File: src/cache_geom_pkg.sv
package cache_geom_pkg;

	// geometry
	// --------------------
	// fully associative, so one set of N_LINES ways
	localparam int N_LINES = 8;
	localparam int LINE_W  = $clog2(N_LINES);
	localparam int TAG_W   = 12;

	// types
	// --------------------
	typedef logic [TAG_W-1:0]  tag_t;
	typedef logic [LINE_W-1:0] line_t;

	// one lookup outcome, payload of the result queue
	typedef struct packed {
		logic  hit;
		line_t line;
	} lookup_res_t;

endpackage

File: src/apb_map_pkg.sv
package apb_map_pkg;

	// bus widths
	// --------------------
	localparam int APB_AW = 8;
	localparam int APB_DW = 32;

	// register offsets
	// --------------------
	localparam logic [APB_AW-1:0] REG_LOOKUP = 8'h00;
	localparam logic [APB_AW-1:0] REG_RESULT = 8'h04;
	localparam logic [APB_AW-1:0] REG_STATUS = 8'h08;

	// status bits
	localparam int ST_REQ_FULL  = 0;
	localparam int ST_RES_EMPTY = 1;

	// queue depths
	localparam int REQ_DEPTH = 4;
	localparam int RES_DEPTH = 4;

endpackage

File: src/priority_encoder.sv
`timescale 1ns/1ps

module priority_encoder #(
	parameter int WIDTH = 8
) (
	input  logic [WIDTH-1:0]         bits_i,
	output logic [$clog2(WIDTH)-1:0] index_o
);

	// walk from the top down so the lowest set bit is the last one written
	// an all-zero vector falls through to index 0
	always_comb begin
		index_o = '0;
		for (int i = WIDTH - 1; i >= 0; i--) begin
			if (bits_i[i]) begin
				index_o = i[$clog2(WIDTH)-1:0];
			end
		end
	end

endmodule

File: src/line_replacement_ctrl.sv
`timescale 1ns/1ps

module line_replacement_ctrl import cache_geom_pkg::*; (
	input  logic  clock_i,
	input  logic  resetn_i,
	input  logic  touch_i,
	input  line_t touch_line_i,
	input  logic  alloc_i,
	output logic  victim_valid_o,
	output line_t victim_line_o
);

	// rank per line, 0 is MRU and N_LINES-1 is LRU
	line_t rank_q [N_LINES];
	line_t old_rank;

	// cold start fill state
	line_t fill_cnt_q;
	logic  full_q;

	logic  victim_valid_q;
	line_t victim_line_q;

	// LRU select
	// --------------------
	logic [N_LINES-1:0] is_lru;
	line_t              lru_line;

	always_comb begin
		for (int i = 0; i < N_LINES; i++) begin
			is_lru[i] = (rank_q[i] == line_t'(N_LINES - 1));
		end
	end

	// ranks are a permutation, so only one bit of is_lru is set
	priority_encoder #(
		.WIDTH (N_LINES)
	) i_lru_enc (
		.bits_i  (is_lru),
		.index_o (lru_line)
	);

	assign old_rank = rank_q[touch_line_i];

	// rank stack and fill counter
	// --------------------
	always_ff @(posedge clock_i) begin
		if (!resetn_i) begin
			// initial order is line 0 as MRU down to the last line as LRU
			for (int i = 0; i < N_LINES; i++) begin
				rank_q[i] <= line_t'(i);
			end
			fill_cnt_q     <= '0;
			full_q         <= 1'b0;
			victim_valid_q <= 1'b0;
		end else begin
			// victim answer comes one cycle after the request
			victim_valid_q <= alloc_i;
			if (touch_i) begin
				// touched line to the front, everything more recent moves back one
				for (int i = 0; i < N_LINES; i++) begin
					if (line_t'(i) == touch_line_i) begin
						rank_q[i] <= '0;
					end else if (rank_q[i] < old_rank) begin
						rank_q[i] <= rank_q[i] + 1'b1;
					end
				end
			end
			if (alloc_i && !full_q) begin
				fill_cnt_q <= fill_cnt_q + 1'b1;
				// last free line handed out
				if (fill_cnt_q == line_t'(N_LINES - 1)) begin
					full_q <= 1'b1;
				end
			end
		end
	end

	// free lines in order until full, then evict the LRU line
	always_ff @(posedge clock_i) begin
		if (alloc_i) begin
			victim_line_q <= full_q ? lru_line : fill_cnt_q;
		end
	end

	assign victim_valid_o = victim_valid_q;
	assign victim_line_o  = victim_line_q;

	// checks
	// --------------------
	a_one_lru : assert property (@(posedge clock_i) disable iff (!resetn_i)
		$onehot(is_lru));

	a_no_touch_alloc : assert property (@(posedge clock_i) disable iff (!resetn_i)
		!(alloc_i && touch_i));

endmodule

File: src/sync_fifo.sv
`timescale 1ns/1ps

module sync_fifo #(
	parameter type payload_t = logic,
	parameter int  DEPTH     = 4
) (
	input  logic     clock_i,
	input  logic     resetn_i,
	input  logic     push_i,
	input  payload_t data_i,
	input  logic     pop_i,
	output payload_t head_o,
	output logic     full_o,
	output logic     empty_o
);

	localparam int PTR_W = (DEPTH > 1) ? $clog2(DEPTH) : 1;

	payload_t           mem_q [DEPTH];
	logic [PTR_W-1:0]   wr_ptr_q;
	logic [PTR_W-1:0]   rd_ptr_q;
	// one extra bit so a full buffer is distinct from an empty one
	logic [PTR_W:0]     count_q;

	// storage, no reset on the payload
	always_ff @(posedge clock_i) begin
		if (push_i) begin
			mem_q[wr_ptr_q] <= data_i;
		end
	end

	// pointers and occupancy
	// --------------------
	always_ff @(posedge clock_i) begin
		if (!resetn_i) begin
			wr_ptr_q <= '0;
			rd_ptr_q <= '0;
			count_q  <= '0;
		end else begin
			if (push_i) begin
				wr_ptr_q <= (wr_ptr_q == PTR_W'(DEPTH - 1)) ? '0 : wr_ptr_q + 1'b1;
			end
			if (pop_i) begin
				rd_ptr_q <= (rd_ptr_q == PTR_W'(DEPTH - 1)) ? '0 : rd_ptr_q + 1'b1;
			end
			// simultaneous push and pop leaves the count alone
			if (push_i && !pop_i) begin
				count_q <= count_q + 1'b1;
			end else if (pop_i && !push_i) begin
				count_q <= count_q - 1'b1;
			end
		end
	end

	// head read straight from the array
	assign head_o  = mem_q[rd_ptr_q];
	assign full_o  = (count_q == (PTR_W + 1)'(DEPTH));
	assign empty_o = (count_q == '0);

	a_no_overflow : assert property (@(posedge clock_i) disable iff (!resetn_i)
		push_i |-> !full_o);

	a_no_underflow : assert property (@(posedge clock_i) disable iff (!resetn_i)
		pop_i |-> !empty_o);

endmodule

File: src/apb_lookup_port.sv
`timescale 1ns/1ps

module apb_lookup_port import cache_geom_pkg::*, apb_map_pkg::*; (
	// APB slave
	input  logic [APB_AW-1:0] paddr_i,
	input  logic              psel_i,
	input  logic              penable_i,
	input  logic              pwrite_i,
	input  logic [APB_DW-1:0] pwdata_i,
	output logic [APB_DW-1:0] prdata_o,
	output logic              pready_o,
	output logic              pslverr_o,
	// request queue side
	output logic              req_push_o,
	output tag_t              req_data_o,
	input  logic              req_full_i,
	// result queue side
	output logic              res_pop_o,
	input  lookup_res_t       res_head_i,
	input  logic              res_empty_i
);

	logic access;
	logic wr_lookup;
	logic rd_result;
	logic rd_status;
	logic unmapped;

	// decode
	// --------------------
	// only the access phase does anything
	assign access    = psel_i && penable_i;
	assign wr_lookup = access && pwrite_i && (paddr_i == REG_LOOKUP);
	assign rd_result = access && !pwrite_i && (paddr_i == REG_RESULT);
	assign rd_status = access && !pwrite_i && (paddr_i == REG_STATUS);
	// any other offset or direction is an error
	assign unmapped  = access && !wr_lookup && !rd_result && !rd_status;

	// one push per legal lookup write, dropped when the queue is full
	assign req_push_o = wr_lookup && !req_full_i;
	assign req_data_o = pwdata_i[TAG_W-1:0];

	// one pop per legal result read
	assign res_pop_o = rd_result && !res_empty_i;

	// no wait states
	assign pready_o = 1'b1;

	// read data
	// --------------------
	always_comb begin
		prdata_o = '0;
		if (rd_result && !res_empty_i) begin
			// hit flag at bit 8, line index in the low bits
			prdata_o[8]          = res_head_i.hit;
			prdata_o[LINE_W-1:0] = res_head_i.line;
		end else if (rd_status) begin
			prdata_o[ST_REQ_FULL]  = req_full_i;
			prdata_o[ST_RES_EMPTY] = res_empty_i;
		end
	end

	// error response
	assign pslverr_o = (wr_lookup && req_full_i) ||
		(rd_result && res_empty_i) ||
		unmapped;

endmodule

File: src/tag_lookup_engine.sv
`timescale 1ns/1ps

module tag_lookup_engine import cache_geom_pkg::*; (
	input  logic        clock_i,
	input  logic        resetn_i,
	// request queue
	input  tag_t        req_head_i,
	input  logic        req_empty_i,
	output logic        req_pop_o,
	// result queue
	output logic        res_push_o,
	output lookup_res_t res_data_o,
	input  logic        res_full_i,
	// replacement controller
	output logic        alloc_o,
	input  logic        victim_valid_i,
	input  line_t       victim_line_i,
	output logic        touch_o,
	output line_t       touch_line_o
);

	typedef enum logic [1:0] {
		ST_IDLE,
		ST_ALLOC,
		ST_WRITE
	} state_t;

	state_t state_q;

	// tag store
	logic [N_LINES-1:0] valid_q;
	tag_t               tag_q [N_LINES];
	line_t              victim_q;

	logic [N_LINES-1:0] hit_vec;
	logic               hit;
	line_t              hit_line;
	logic               take;
	logic               in_write;
	logic               dup_tag;

	// compare
	// --------------------
	// head tag against every valid line at once
	always_comb begin
		hit_line = '0;
		for (int i = 0; i < N_LINES; i++) begin
			hit_vec[i] = valid_q[i] && (tag_q[i] == req_head_i);
		end
		for (int i = N_LINES - 1; i >= 0; i--) begin
			if (hit_vec[i]) begin
				hit_line = line_t'(i);
			end
		end
	end

	assign hit = |hit_vec;

	// new request only with room for its result
	assign take     = (state_q == ST_IDLE) && !req_empty_i && !res_full_i;
	assign in_write = (state_q == ST_WRITE);

	// handshakes
	// --------------------
	// a hit finishes in idle, a miss finishes in write
	assign req_pop_o    = (take && hit) || in_write;
	assign res_push_o   = (take && hit) || in_write;
	assign alloc_o      = take && !hit;
	assign touch_o      = (take && hit) || in_write;
	assign touch_line_o = in_write ? victim_q : hit_line;

	assign res_data_o.hit  = !in_write;
	assign res_data_o.line = touch_line_o;

	// FSM and valid bits
	always_ff @(posedge clock_i) begin
		if (!resetn_i) begin
			state_q <= ST_IDLE;
			valid_q <= '0;
		end else begin
			case (state_q)
				ST_IDLE: begin
					if (alloc_o) begin
						state_q <= ST_ALLOC;
					end
				end
				ST_ALLOC: begin
					// wait for the controller answer
					if (victim_valid_i) begin
						state_q <= ST_WRITE;
					end
				end
				ST_WRITE: begin
					valid_q[victim_q] <= 1'b1;
					state_q           <= ST_IDLE;
				end
				default: state_q <= ST_IDLE;
			endcase
		end
	end

	// victim and tag payload
	always_ff @(posedge clock_i) begin
		if ((state_q == ST_ALLOC) && victim_valid_i) begin
			victim_q <= victim_line_i;
		end
		// head is still the missing tag, it was not popped yet
		if (in_write) begin
			tag_q[victim_q] <= req_head_i;
		end
	end

	// checks
	// --------------------
	always_comb begin
		dup_tag = 1'b0;
		for (int i = 0; i < N_LINES; i++) begin
			for (int j = i + 1; j < N_LINES; j++) begin
				if (valid_q[i] && valid_q[j] && (tag_q[i] == tag_q[j])) begin
					dup_tag = 1'b1;
				end
			end
		end
	end

	a_unique_tags : assert property (@(posedge clock_i) disable iff (!resetn_i)
		!dup_tag);

endmodule

File: src/cache_tag_top.sv
`timescale 1ns/1ps

module cache_tag_top import cache_geom_pkg::*, apb_map_pkg::*; (
	input  logic              clock_i,
	input  logic              resetn_i,
	// APB
	input  logic [APB_AW-1:0] paddr_i,
	input  logic              psel_i,
	input  logic              penable_i,
	input  logic              pwrite_i,
	input  logic [APB_DW-1:0] pwdata_i,
	output logic [APB_DW-1:0] prdata_o,
	output logic              pready_o,
	output logic              pslverr_o
);

	// request path
	logic        req_push;
	tag_t        req_data;
	logic        req_full;
	logic        req_pop;
	tag_t        req_head;
	logic        req_empty;

	// result path
	logic        res_push;
	lookup_res_t res_data;
	logic        res_full;
	logic        res_pop;
	lookup_res_t res_head;
	logic        res_empty;

	// replacement handshake
	logic        alloc;
	logic        victim_valid;
	line_t       victim_line;
	logic        touch;
	line_t       touch_line;

	// producer
	// --------------------
	apb_lookup_port i_apb_lookup_port (
		.paddr_i     (paddr_i),
		.psel_i      (psel_i),
		.penable_i   (penable_i),
		.pwrite_i    (pwrite_i),
		.pwdata_i    (pwdata_i),
		.prdata_o    (prdata_o),
		.pready_o    (pready_o),
		.pslverr_o   (pslverr_o),
		.req_push_o  (req_push),
		.req_data_o  (req_data),
		.req_full_i  (req_full),
		.res_pop_o   (res_pop),
		.res_head_i  (res_head),
		.res_empty_i (res_empty)
	);

	// buffers
	// --------------------
	sync_fifo #(
		.payload_t (tag_t),
		.DEPTH     (REQ_DEPTH)
	) i_req_fifo (
		.clock_i  (clock_i),
		.resetn_i (resetn_i),
		.push_i   (req_push),
		.data_i   (req_data),
		.pop_i    (req_pop),
		.head_o   (req_head),
		.full_o   (req_full),
		.empty_o  (req_empty)
	);

	sync_fifo #(
		.payload_t (lookup_res_t),
		.DEPTH     (RES_DEPTH)
	) i_res_fifo (
		.clock_i  (clock_i),
		.resetn_i (resetn_i),
		.push_i   (res_push),
		.data_i   (res_data),
		.pop_i    (res_pop),
		.head_o   (res_head),
		.full_o   (res_full),
		.empty_o  (res_empty)
	);

	// consumer
	// --------------------
	tag_lookup_engine i_tag_lookup_engine (
		.clock_i        (clock_i),
		.resetn_i       (resetn_i),
		.req_head_i     (req_head),
		.req_empty_i    (req_empty),
		.req_pop_o      (req_pop),
		.res_push_o     (res_push),
		.res_data_o     (res_data),
		.res_full_i     (res_full),
		.alloc_o        (alloc),
		.victim_valid_i (victim_valid),
		.victim_line_i  (victim_line),
		.touch_o        (touch),
		.touch_line_o   (touch_line)
	);

	// LRU victim choice
	line_replacement_ctrl i_line_replacement_ctrl (
		.clock_i        (clock_i),
		.resetn_i       (resetn_i),
		.touch_i        (touch),
		.touch_line_i   (touch_line),
		.alloc_i        (alloc),
		.victim_valid_o (victim_valid),
		.victim_line_o  (victim_line)
	);

endmodule

File: config.mk
export PLATFORM = sky130hd
export DESIGN_NAME = cache_tag_top
export DESIGN_NICKNAME = d
export VERILOG_FILES = /design/src/cache_geom_pkg.sv /design/src/apb_map_pkg.sv /design/src/priority_encoder.sv /design/src/line_replacement_ctrl.sv /design/src/sync_fifo.sv /design/src/apb_lookup_port.sv /design/src/tag_lookup_engine.sv /design/src/cache_tag_top.sv
export SDC_FILE = /design/constraint.sdc
export NUM_CORES = 1
export LEC_CHECK = 0
export ABC_AREA = 1
export BUFFER_PORTS_ARGS = -buffer_cell sky130_fd_sc_hd__buf_4
export CAP_MARGIN = 20
export CELL_PAD_IN_SITES_DETAIL_PLACEMENT = 0
export CELL_PAD_IN_SITES_GLOBAL_PLACEMENT = 1
export CORE_MARGIN = 4
export CORE_UTILIZATION = 45
export CTS_CLUSTER_DIAMETER = 60
export DETAILED_ROUTE_END_ITERATION = 16
export GPL_TIMING_DRIVEN = 1
export PLACE_DENSITY_LB_ADDON = 0.1
export SETUP_SLACK_MARGIN = 0.05
export SYNTH_ARGS = -nofsm -noshare
export SYNTH_HDL_FRONTEND = slang
export SYNTH_SLANG_ARGS = --single-unit
export TNS_END_PERCENT = 50
File: constraint.sdc
create_clock -name clock_i -period 5.2 [get_ports clock_i]
set_clock_uncertainty 0.1 [all_clocks]
set_input_delay 0.78 -clock clock_i [delete_from_list [all_inputs] [get_ports clock_i]]
set_output_delay 0.78 -clock clock_i [all_outputs]
set_load 0.01 [all_outputs]
# Word level (Yosys, flattened, before mapping)
# Memory sizes are Yosys's and may differ from the RTL's. A register that Yosys moved wholly into a read port is not among the register bits.
# Index checks and enable logic that the tools add are counted.
dict set report word_totals {
  register_bits 35
  mem_bits_rw 184
  word_cells 290
  n_memories 4
}
# memory depth width rd rd_clocked_by_memory_dff write_ports line_no
set mem_list {}
lappend mem_list {i_tag_lookup_engine.tag_q 8 12 8 0 1 tag_lookup_engine.sv:32} ;# tag_t tag_q [N_LINES];
lappend mem_list {i_req_fifo.mem_q 4 12 1 1 1 sync_fifo.sv:19} ;# payload_t mem_q [DEPTH];
lappend mem_list {i_line_replacement_ctrl.rank_q 8 3 9 0 8 line_replacement_ctrl.sv:14} ;# line_t rank_q [N_LINES];
lappend mem_list {i_res_fifo.mem_q 4 4 1 1 1 sync_fifo.sv:19}
dict set report op_classes {
  add_sub_neg 17
  magnitude_cmp 10
  n_eq_ne 36
  n_mux 134
  bitwise 17
  n_reduce_logical 59
}
# op count
set op_table {}
lappend op_table {{two-way mux 3 bit} 38}
lappend op_table {{== test 12 bit} 8}
lappend op_table {{two-way mux 1 bit} 82}
lappend op_table {{adder 3 x 1 -> 3 bit, second input constant} 11}
lappend op_table {{== test 3 bit, second input constant} 11}
lappend op_table {{logical AND 1 bit} 32}
lappend op_table {{< comparator 3 bit} 8}
lappend op_table {{two-way mux 2 bit} 12}
lappend op_table {{bitwise OR 1 bit} 16}
lappend op_table {{zero test 1 bit} 14}
lappend op_table {{== test 3 bit, first input constant} 4}
lappend op_table {{== test 2 bit, second input constant} 5}
lappend op_table {{zero test 3 bit} 3}
lappend op_table {{adder 2 x 1 -> 2 bit, second input constant} 4}
lappend op_table {{== test 8 x 3 -> 1 bit, second input constant} 1}
lappend op_table {{== test 8 x 4 -> 1 bit, second input constant} 1}
lappend op_table {{zero test 8 bit} 1}
lappend op_table {{bitwise OR 8 bit} 1}
lappend op_table {{OR reduction 8 bit} 1}
lappend op_table {{== test 2 x 3 -> 1 bit, first input constant} 2}
lappend op_table {{subtractor 3 x 1 -> 3 bit, second input constant} 2}
lappend op_table {{< comparator 3 x 4 -> 1 bit, second input constant} 1}
lappend op_table {{!= test 2 x 1 -> 1 bit, second input constant} 2}
lappend op_table {{one-hot mux 2 bit (2 select lines)} 1}
lappend op_table {{other kinds (8)} 12}

# Logic depth before layout (Yosys ltp)
# Gate-level depths: netlist (run 1).
# An unclocked memory read counts as a cell.
dict set report depth {
  ltp_word 20
  depth_mapped 33
  depth_no_buf 31
}

# Modules after synthesis
# From an unflattened synthesis (run 1), not the netlist that was laid out.
dict set report hier_totals {
  hier_cells 1308
  area_unflattened_um2 12142.9
}
# mod instances cells_per_inst area_each_um2 seq_area_each_um2
set modules_own_cells {}
lappend modules_own_cells {tag_lookup_engine 1 676 5859.4 3173.0}
lappend modules_own_cells {line_replacement_ctrl 1 248 2348.5 910.9}
lappend modules_own_cells {{sync_fifo (i_req_fifo)} 1 175 2239.6 1621.6}
lappend modules_own_cells {{sync_fifo (i_res_fifo)} 1 98 1059.8 660.6}
lappend modules_own_cells {apb_lookup_port 1 92 540.5 0.0}
lappend modules_own_cells {priority_encoder 1 19 95.1 0.0}

# Least setup slack after synthesis (run 1)
# No wires, ideal clock.
dict set report synth_timing {
  path_type {reg-to-reg}
  from {register (tool-made name)}
  to {memory i_line_replacement_ctrl.rank_q[7][0] (netlist bit), enable pin}
  setup_ns 0.307
  arrival_time_ns 3.305
  required_ns 4.793
  setup_slack_ns 1.489
  stages_incl_launch_ff 31
  path_buffers 3
  period_less_slack_ns 3.711
  path_cell_list {dfxtp_1 > buf_6 > inv_4 > buf_6 > nand2_1 > nand3_1 > nand2_2 > inv_1 > nand2_1 > nand2_1 > nand3_1 > nor2_1 > nand2_1 > nand2_1 > nand2_1 > nand2_1 > nand2_1 > nand2_1 > nand2_2 > nand2_4 > nand2_4 > buf_6 > nand2_1 > o22a_1 > o211ai_1 > o21a_1 > ha_1 > or3_1 > inv_2 > nand2_1 > nand3_1}
}
# element line_no
set synth_lines {}
lappend synth_lines {{end, declared} line_replacement_ctrl.sv:14}

==> run_results.csv, run 1 <==
group,metric,value,unit
run_status,status,"complete, no violations",
grt,grt_start_max_net_pins,29,
logic_synthesis,synth_flop_cell,"edfxtp_1",
setup_path,critical_path.max_stage_delay,0.40,ns
layout,nets,1371,
clock_tree,cts_inserted_buffers,27,
setup_path,crit_slowest_cell,"dfxtp_1",
clock_tree,clock-root-buffer,"clkbuf_16",
layout,n_antenna_cell,0,
logic_synthesis,synthTopCellsByArea,"edfxtp_1 (49%), nand2_1 (8.5%), dfxtp_1 (5.6%)",
floorplan,row_count,58,
sta,worst-slew-pin-transition,1.014,ns
setup_path,criticalPathCategory,"reg -> reg",
place,io_buffers,29,
logic_synthesis,synth_top_area_cell,"edfxtp_1",
sta,report.final.slew_viol_count,0,
grt,grt-ovfl-total,0,
logic_synthesis,area_share_of_the_largest_cell_type_after_synthesis,48.79,%
floorplan,io_pins,79,
place,place.detailed.hpwl,19540,µm
pwr,p_per_area,295.2,nW/µm²
setup_path,worst_ep_required_time,5.32,ns
sta,remaining_max_slew_budget_at_the_tightest_pin,32.18,%
route,vias,8333,
logic_synthesis,count_of_yosys_warnings_during_synthesis,0,
clock_tree,clock_tree.buffer_depth,3,
job,timing.max_cap.violations,0,
place,area_after_dpl,12190,µm²
setup_path,timing.critical_path.from_type,"register",
pwr,max_vdd_drop,0.2312,mV
logic_synthesis,syn_area,11690,µm²
logic_synthesis,post_synthesis_cell_type_count,50,
logic_synthesis,synthesis_stage_register_bit_count,223,
grt,grt_first_pass_wirelength,43210,µm
pwr,leak_pwr,5.343,nW
clock_tree,cts_num_sinks,223,
logic_synthesis,post_synth.cell_area_avg,9.539,µm²
route,wire_per_inst,16.96,µm
sta,fmax,216.1,MHz
route,detail_route.iter0.violations,622,
setup_path,setup_crit_end_kind,"register",
grt,vias_in_the_first_global_route,7896,
setup_path,critPathMostFrequentCell,"nand2_1",
route,final_antenna_net_count,0,
setup_path,worst-endpoint-arrival,4.75,ns
setup_path,path_max_fanout,16,
sta,setup_repair_after_global_routing_missed_its_margin,"no",
grt,grt_overall_usage,19.14,%
clock_tree,post_cts.repair.setup_buffers,0,
sta,setup_violations,0,
logic_synthesis,syn-instance-count,1226,
sta,final_min_period_over_clock_period,88.98,%
logic_synthesis,synth-seq-area-share,54.43,%
logic_synthesis,asyncSetResetFlopFracSynth,0,%
clock_tree,cts_tree,"yes",
route,drt_pre_antenna_iters,6,
hold_path,worst_hold_path_type,"reg -> reg",
floorplan,initial_utilization,46.04,%
place,final_weighted_congestion_of_routability_driven_global_placement,0.8306,
clock_tree,path_clk_slew,0.06,ns
route,routed_wirelength,27750,µm
logic_synthesis,post-synth-top-count-cell,"nand2_1",
floorplan,floorplan.die.width,169.2,µm
layout,area.growth.synth_to_final,12.15,%
clock_tree,number_of_levels_in_the_clock_h_tree,1,
sta,final-hold-violation-count,0,
sta,final_critical_period,4.627,ns
clock_tree,clock_insertion_delay_worst_skew,0.54,ns
sta,finalSetupTns,0,ns
floorplan,core,25400,µm²
floorplan,dieArea,28630,µm²
layout,post_route_cell_area,13120,µm²
floorplan,die_height,169.2,µm
clock_tree,cts_repair_resize_count,0,
route,drt_drc_violations_left,0,
clock_tree,cts.hold.buffers_added,0,
logic_synthesis,synth_enable_flop_cells,190,
logic_synthesis,synthTopCellsByCount,"nand2_1 (264), edfxtp_1 (190), nor2_1 (133)",
route,route.detailed.vias_per_inst,5.094,
layout,share_of_layout_cells_above_drive_strength_1,13.48,%
grt,grt_antenna_before_repair,0,
## cells by family (layout without fill, tap and decap cells)
| group | count (synthesis) | after routing | synth area share [%] |
|---|---|---|---|
| AOI/OAI and AO/OA | 102 | 102 | 5.178 |
| adders and majority gates | 40 | 40 | 4.408 |
| buffers and inverters | 190 | 243 | 8.045 |
| other | 2 | 29 | 0.06422 |
| and+or+nand+nor | 641 | 641 | 25.77 |
| xor gates and xnor gates | 28 | 28 | 2.097 |
| DFF | 223 | 223 | 54.43 |
## cell usage in the layout (no fill, tap or decap), types with 16 or more instances in the layout
| master | n |
|---|---|
| conb_1 | 29 |
| nor3_1 | 21 |
| nand3_2 | 22 |
| nor2_1 | 133 |
| ha_1 | 38 |
| a21oi_1 | 25 |
| inv_1 | 123 |
| nand2_1 | 264 |
| nand4_1 | 28 |
| xor2_1 | 16 |
| nand2_2 | 20 |
| edfxtp_1 | 190 |
| o21ai_0 | 41 |
| buf_4 | 57 |
| nand3_1 | 94 |
| clkbuf_16 | 29 |
| dfxtp_1 | 33 |
## cell type report
class,count,area [µm²]
Timing Repair Buffer,58,441.7
Tap cell,330,412.9
Sequential cell,223,6366
Clock inverter,15,137.6
Multi-Input combinational cell,840,4489
Clock buffer,34,754.5
Fill cell,2416,12280
Inverter,136,514.2
## where the power goes
| group | switching [mW] | leakage (nW) | internal [mW] |
|---|---|---|---|
| Combinational | 0.0535 | 2.93 | 0.0301 |
| Sequential | 0.00558 | 1.98 | 1.93 |
| Clock | 0.730 | 0.433 | 1.13 |
## path summary, 6_finish.rpt
| check | from | to | slack [ns] | cells after the start |
|---|---|---|---|---|
| min | i_line_replacement_ctrl.victim_line_o[0] | i_tag_lookup_engine.victim_q[0] | 0.33 | 0 |
| min reg2reg | i_line_replacement_ctrl.victim_line_o[0] | i_tag_lookup_engine.victim_q[0] | 0.33 | 0 |
| max reg2reg | register | i_line_replacement_ctrl.rank_q[5][0] | 0.57 | 29 |
| max | register | i_line_replacement_ctrl.rank_q[5][0] | 0.57 | 29 |
## routing by layer
metal	vias up	wire length, µm	track usage [%]
li1	4214	-	-
met1	3897	13930	28.87
met2	191	11980	29.86
met3	31	1462	2.516
met4	0	380	3.990
met5	-	0	0
## critical path, delay by kind of cell, from the launching register on
| kind | cells | cell delay (ns) |
|---|---|---|
| fa+ha+maj | 1 | 0.31 |
| buf+inv | 5 | 0.65 |
| xor+xnor | 1 | 0.13 |
| flops | 1 | 0.40 |
| compound gates | 2 | 0.48 |
| simple gates | 20 | 2.22 |
## state kept, by name, summed over array words and instances (netlist names), named ones only
signal                                  flops
i_tag_lookup_engine.state_q                 2
i_line_replacement_ctrl.rank_q             24
i_res_fifo.count_q                          3
i_res_fifo.mem_q                           16
i_line_replacement_ctrl.victim_valid_o      1
i_res_fifo.rd_ptr_q                         2
i_line_replacement_ctrl.fill_cnt_q          3
i_req_fifo.count_q                          3
i_req_fifo.rd_ptr_q                         2
i_line_replacement_ctrl.full_q              1
i_res_fifo.wr_ptr_q                         2
i_req_fifo.mem_q                           48
i_tag_lookup_engine.tag_q                  96
i_line_replacement_ctrl.victim_line_o       3
i_req_fifo.wr_ptr_q                         2
i_tag_lookup_engine.victim_q                3
i_tag_lookup_engine.valid_q                 8
## stage by stage
stage / instances / total power, mW / setup slack, ns / hold slack, ns / utilization, %
CTS: 1632 / 3.915 / 0.5528 / 0.3225 / 51.50
floorplan: 1253 / 2.036 / 1.489 / 0.3003 / -
global route: 1636 / 3.999 / 0.1640 / 0.3257 / 51.64
detailed placement: 1583 / 2.054 / 0.5744 / 0.3119 / 47.99
global placement: 1580 / 2.053 / 0.6244 / 0.3059 / 47.90
finish: 1636 / 3.872 / 0.5733 / 0.3254 / 51.64
Power figures use the tool's default switching activity.
==> run 2: changes to the inputs <==
--- a/config.mk
+++ b/config.mk
@@ -11,7 +11,7 @@
 export CELL_PAD_IN_SITES_DETAIL_PLACEMENT = 0
 export CELL_PAD_IN_SITES_GLOBAL_PLACEMENT = 1
 export CORE_MARGIN = 4
-export CORE_UTILIZATION = 45
+export CORE_UTILIZATION = 43
 export CTS_CLUSTER_DIAMETER = 60
 export DETAILED_ROUTE_END_ITERATION = 16
 export GPL_TIMING_DRIVEN = 1
==> constraint.sdc (replaced) <==
create_clock -name clock_i -period 4 [get_ports clock_i]
set_clock_uncertainty 0.1 [all_clocks]
set_input_delay 0.6 -clock clock_i [delete_from_list [all_inputs] [get_ports clock_i]]
set_output_delay 0.6 -clock clock_i [all_outputs]
set_load 0.01 [all_outputs]
==> run_results.csv, run 2 (synthesis results as in run 1) <==
group,metric,value,unit
floorplan,row_count,60,
setup_path,cp.depth,24,
route,vias,8737,
route,drt_drc_violations_left,0,
floorplan,initial_utilization,43.51,%
clock_tree,cts_num_sinks,223,
floorplan,core,26880,µm²
sta,whs,0.1639,ns
route,detail_route.iter0.violations,433,
setup_path,critPathBufInv,4,
setup_path,timing.critical_path.from_type,"register",
layout,nets,1496,
clock_tree,number_of_levels_in_the_clock_h_tree,1,
sta,report.final.slew_viol_count,0,
layout,n_antenna_cell,0,
setup_path,cp_top_family,"simple AND/OR/NAND/NOR gates",
setup_path,criticalPathCategory,"reg -> reg",
pwr,max_vdd_drop,0.3252,mV
layout,area.growth.synth_to_final,22.71,%
pwr,leak_pwr,6.010,nW
grt,grt-ovfl-total,0,
route,final_antenna_net_count,0,
layout,commonest_cells_after_routing_fill_and_taps_aside,"nand2_1 (254), edfxtp_1 (190), buf_4 (169)",
route,wire_per_inst,15.98,µm
layout,largest_registers,"i_tag_lookup_engine.tag_q (96), i_req_fifo.mem_q (48), i_line_replacement_ctrl.rank_q (24)",
clock_tree,clock_insertion_delay_worst_skew,0.54,ns
setup_path,crit_slowest_cell,"dfxtp_4",
layout,post_route_cell_area,14350,µm²
sta,remaining_max_slew_budget_at_the_tightest_pin,66.25,%
sta,worst-slew-pin-transition,0.5044,ns
route,routed_wirelength,28320,µm
place,place.detailed.hpwl,20830,µm
setup_path,number_of_cells_on_the_worst_reg_to_reg_path,24,
sta,fmax,246.0,MHz
grt,grt_start_max_net_pins,29,
place,io_buffers,29,
layout,share_of_layout_cells_above_drive_strength_1,23.48,%
pwr,p_per_area,338.9,nW/µm²
sta,finalSetupTns,-0.6467,ns
clock_tree,cts_tree,"yes",
layout,fillerInstances,2485,
layout,largest_register_ffs,96,
grt,grt_antenna_before_repair,0,
clock_tree,clock_tree.buffer_depth,3,
clock_tree,path_clk_slew,0.06,ns
place,area_after_dpl,13080,µm²
place,dpl_worst_slack,-0.2132,ns
setup_path,worst-endpoint-arrival,4.20,ns
layout,utilization,53.40,%
floorplan,floorplan.die.width,172.9,µm
route,route.detailed.vias_per_inst,4.931,
run_status,status,"complete, but fails checks",
sta,worst_slack,-0.06497,ns
grt,vias_in_the_first_global_route,8390,
layout,final_cells,1772,
sta,setup_repair_after_global_routing_missed_its_margin,"yes",
sta,final_critical_period,4.065,ns
floorplan,die_height,172.9,µm
sta,final-hold-violation-count,0,
setup_path,setup_crit_end_kind,"register",
place,final_weighted_congestion_of_routability_driven_global_placement,0.8372,
route,drt_pre_antenna_iters,5,
clock_tree,clock-root-buffer,"clkbuf_16",
grt,grt_first_pass_wirelength,43860,µm
job,timing.max_cap.violations,0,
clock_tree,cts_inserted_buffers,26,
pwr,total_power,4.864,mW
setup_path,chain_of_cells_forming_the_critical_path,"buf_6, nand2_1, nand3_4, nand2_2, nand2_1, nand2_1, nor3_1, nand4_1, nand2_1, nand2_1, nand3_2, nand2_1, o21ai_4, nor2_2, clkinv_2, o22a_1, o211ai_1, o21a_1, buf_4, ha_1, or3_1, inv_1, nand2_1, nand2_2",
setup_path,worst_ep_required_time,4.13,ns
setup_path,path_max_fanout,10,
hold_path,worst_hold_path_type,"in -> reg",
sta,setup_violations,16,
floorplan,io_pins,79,
setup_path,critPathMostFrequentCell,"nand2_1",
floorplan,dieArea,29900,µm²
layout,final_common_cell,"nand2_1",
grt,grt_overall_usage,18.12,%
sta,final_min_period_over_clock_period,101.6,%
hold_path,min_delay_path_depth,1,
place,dp_cells,1703,
layout,max_flop_register,"i_tag_lookup_engine.tag_q",
setup_path,critical_path.max_stage_delay,0.41,ns
run_status,violations,"setup timing",
-- run 2: changes by cell type in the layout (fill, tap and decap cells not counted), sizes merged --
cell	delta
buf	+124
clkbuf	+1
nand2	+2
bufinv	-1
clkinvlp	-1
-- run 2: worst paths after layout --
path	from	to	slack, ns
setup / recovery	register	i_line_replacement_ctrl.rank_q[6][0]	-0.06
setup reg to reg	register	i_line_replacement_ctrl.rank_q[6][0]	-0.06
hold reg to reg	i_line_replacement_ctrl.victim_line_o[1]	i_tag_lookup_engine.victim_q[1]	0.33
hold / removal	pwdata_i[11]	i_req_fifo.mem_q[1][11]	0.16
-- run 2: power breakdown --
group | leakage [nW] | switching [mW] | internal [mW] | total [mW]
logic | 3.62 | 0.0710 | 0.0450 | 0.116
clock network | 0.402 | 0.931 | 1.31 | 2.24
registers | 1.99 | 0.00701 | 2.50 | 2.51
total | 6.01 | 1.01 | 3.86 | 4.86
-- run 2: repair_timing --
action,CTS,global route
setup endpoints to repair,48,51
gates resized for setup,29,40
hold buffers,0,0
cloned,1,2
setup buffers,11,6
pin swaps,9,8
-- run 2: final cells by class --
cell class | count | area (µm²) | area share [%]
flip-flops and latches | 223 | 6371 | 44.39
multi-input cells | 842 | 4738 | 33.02
repair buffers | 182 | 1481 | 10.32
clock buffers | 35 | 704.4 | 4.908
inverters | 136 | 521.8 | 3.636
well taps | 341 | 426.7 | 2.973
clock inverters | 13 | 107.6 | 0.7498
-- run 2: metal layers --
layer,vias to the layer above,track usage [%],routed length [µm]
met5,-,0,0
met4,0,4.090,525
met3,38,2.164,1174
met2,166,29.76,13090
met1,4078,26.00,13530
li1,4455,-,-
-- run 2: worst reg2reg max path, delay by kind of cell (launching register included) --
family	cells	cell delay, ns
flip-flops	1	0.41
adder cells (fa/ha/maj)	1	0.16
buffers and inverters	4	0.46
AO/OA/AOI/OAI	4	0.53
AND/OR/NAND/NOR	15	2.11
==> run 3: changes to the inputs <==
--- a/config.mk
+++ b/config.mk
@@ -10,6 +10,7 @@
 export CAP_MARGIN = 20
 export CELL_PAD_IN_SITES_DETAIL_PLACEMENT = 0
 export CELL_PAD_IN_SITES_GLOBAL_PLACEMENT = 1
+export CORE_ASPECT_RATIO = 0.8
 export CORE_MARGIN = 4
 export CORE_UTILIZATION = 43
 export CTS_CLUSTER_DIAMETER = 60
@@ -17,6 +18,7 @@
 export GPL_TIMING_DRIVEN = 1
 export PLACE_DENSITY_LB_ADDON = 0.1
 export SETUP_SLACK_MARGIN = 0.05
+export SKIP_CTS_REPAIR_TIMING = 1
 export SYNTH_ARGS = -nofsm -noshare
 export SYNTH_HDL_FRONTEND = slang
 export SYNTH_SLANG_ARGS = --single-unit
==> run_results.csv, run 3 (synthesis results as in run 1) <==
group,metric,value,unit
layout,commonest_cells_after_routing_fill_and_taps_aside,"nand2_1 (200), edfxtp_1 (190), buf_4 (162)",
floorplan,core,26530,µm²
sta,final-hold-violation-count,0,
route,drt_drc_violations_left,0,
setup_path,worst-endpoint-arrival,4.33,ns
place,io_buffers,29,
route,route.detailed.vias_per_inst,4.926,
job,timing.max_cap.violations,0,
layout,nets,1511,
sta,final_min_period_over_clock_period,101.1,%
route,routed_wirelength,30030,µm
layout,final_common_cell,"nand2_1",
setup_path,timing.critical_path.from_type,"register",
layout,max_flop_register,"i_tag_lookup_engine.tag_q",
setup_path,number_of_cells_on_the_worst_reg_to_reg_path,25,
clock_tree,cts_tree,"yes",
hold_path,min_delay_path_depth,1,
grt,vias_in_the_first_global_route,8139,
place,dpl_worst_slack,-0.2403,ns
route,vias,8882,
pwr,p_per_area,332.0,nW/µm²
run_status,violations,"setup timing",
floorplan,floorplan.die.width,192.4,µm
sta,final_critical_period,4.046,ns
clock_tree,clock_tree.buffer_depth,3,
hold_path,worst_hold_path_type,"in -> reg",
floorplan,die_height,155.5,µm
clock_tree,clock_insertion_delay_worst_skew,0.53,ns
grt,grt_overall_usage,18.99,%
sta,remaining_max_slew_budget_at_the_tightest_pin,32.77,%
sta,fmax,247.2,MHz
pwr,leak_pwr,6.298,nW
sta,setup_violations,6,
clock_tree,clock-root-buffer,"clkbuf_16",
grt,grt_antenna_before_repair,0,
grt,grt-ovfl-total,0,
setup_path,setup_crit_end_kind,"register",
pwr,total_power,5.071,mW
route,wire_per_inst,16.66,µm
grt,grt_start_max_net_pins,29,
sta,whs,0.1696,ns
clock_tree,cts_num_sinks,223,
run_status,status,"complete, but fails checks",
layout,share_of_layout_cells_above_drive_strength_1,30.91,%
route,detail_route.iter0.violations,588,
pwr,max_vdd_drop,0.3869,mV
place,final_weighted_congestion_of_routability_driven_global_placement,0.8956,
floorplan,dieArea,29920,µm²
layout,post_route_cell_area,15270,µm²
floorplan,initial_utilization,44.09,%
setup_path,worst_ep_required_time,4.28,ns
route,drt_pre_antenna_iters,5,
place,place.detailed.hpwl,21230,µm
route,final_antenna_net_count,0,
layout,area.growth.synth_to_final,30.59,%
layout,largest_registers,"i_tag_lookup_engine.tag_q (96), i_req_fifo.mem_q (48), i_line_replacement_ctrl.rank_q (24)",
clock_tree,cts_inserted_buffers,26,
setup_path,criticalPathCategory,"reg -> reg",
place,area_after_dpl,13210,µm²
clock_tree,path_clk_slew,0.06,ns
sta,report.final.slew_viol_count,0,
grt,grt_first_pass_wirelength,44630,µm
floorplan,io_pins,79,
clock_tree,number_of_levels_in_the_clock_h_tree,1,
layout,utilization,57.58,%
layout,largest_register_ffs,96,
sta,setup_repair_after_global_routing_missed_its_margin,"yes",
floorplan,row_count,53,
sta,worst_slack,-0.04583,ns
layout,n_antenna_cell,0,
sta,worst-slew-pin-transition,1.005,ns
setup_path,path_max_fanout,8,
## run 3: path summary, 6_finish.rpt
kind | from | endpoint | slack, ns
worst max-delay path | register | i_line_replacement_ctrl.rank_q[0][2] | -0.05
worst min-delay path | pwdata_i[10] | i_req_fifo.mem_q[1][10] | 0.17
worst max register to register | register | i_line_replacement_ctrl.rank_q[0][2] | -0.05
worst min register to register | i_line_replacement_ctrl.victim_line_o[2] | i_tag_lookup_engine.victim_q[2] | 0.32
## run 3: cell type report
type	count	area [µm²]
Clock buffer	30	696.9
Clock inverter	18	191.4
Fill cell	2319	11250
Inverter	136	541.8
Multi-Input combinational cell	843	5290
Sequential cell	223	6371
Tap cell	357	446.7
Timing Repair Buffer	194	1714
Timing Repair inverter	2	20.02
## run 3: critical path, cell delays in order, from the launching register on
cell and delay [ns]:
dfxtp_4 0.50, buf_8 0.17, nand2_1 0.09, nand3_4 0.12, nand2_8 0.10, or2_4 0.24, buf_4 0.13, nand4_1 0.07
nor2_1 0.05, nand4_1 0.15, nand2_1 0.11, nand2_2 0.11, nand3_4 0.09, a21oi_4 0.28, nor2_4 0.06, inv_2 0.07
or2_4 0.10, o211ai_1 0.09, o21a_2 0.24, buf_6 0.13, ha_4 0.14, or3_4 0.39, inv_4 0.07, buf_4 0.10
nand3_2 0.10, nor2_1 0.11
## run 3: routing by layer
metal  vias up  wire, µm  part of all wire, %  GRT usage [%]
li1       4501         -                    -              -
met1      4149     15590                   52          30.67
met2       195     12450                   41          27.53
met3        37      1396                  4.6          2.153
met4         0       587                  2.0          3.904
met5         -         0                    0              0
## run 3: through the flow
step / TNS [ns] / cells
global route: -7.777 / 1803
finish: -0.1730 / 1803
detailed placement: -7.378 / 1728
floorplan: 0 / 1253
CTS: -9.105 / 1776
global placement: -6.284 / 1728
## run 3: power by group
part / leakage, nW / internal, mW / switching, mW / total, mW
Sequential: 1.99 / 2.50 / 0.00801 / 2.51
Clock: 0.433 / 1.46 / 0.976 / 2.43
Combinational: 3.88 / 0.0509 / 0.0759 / 0.127
Total: 6.30 / 4.01 / 1.06 / 5.07
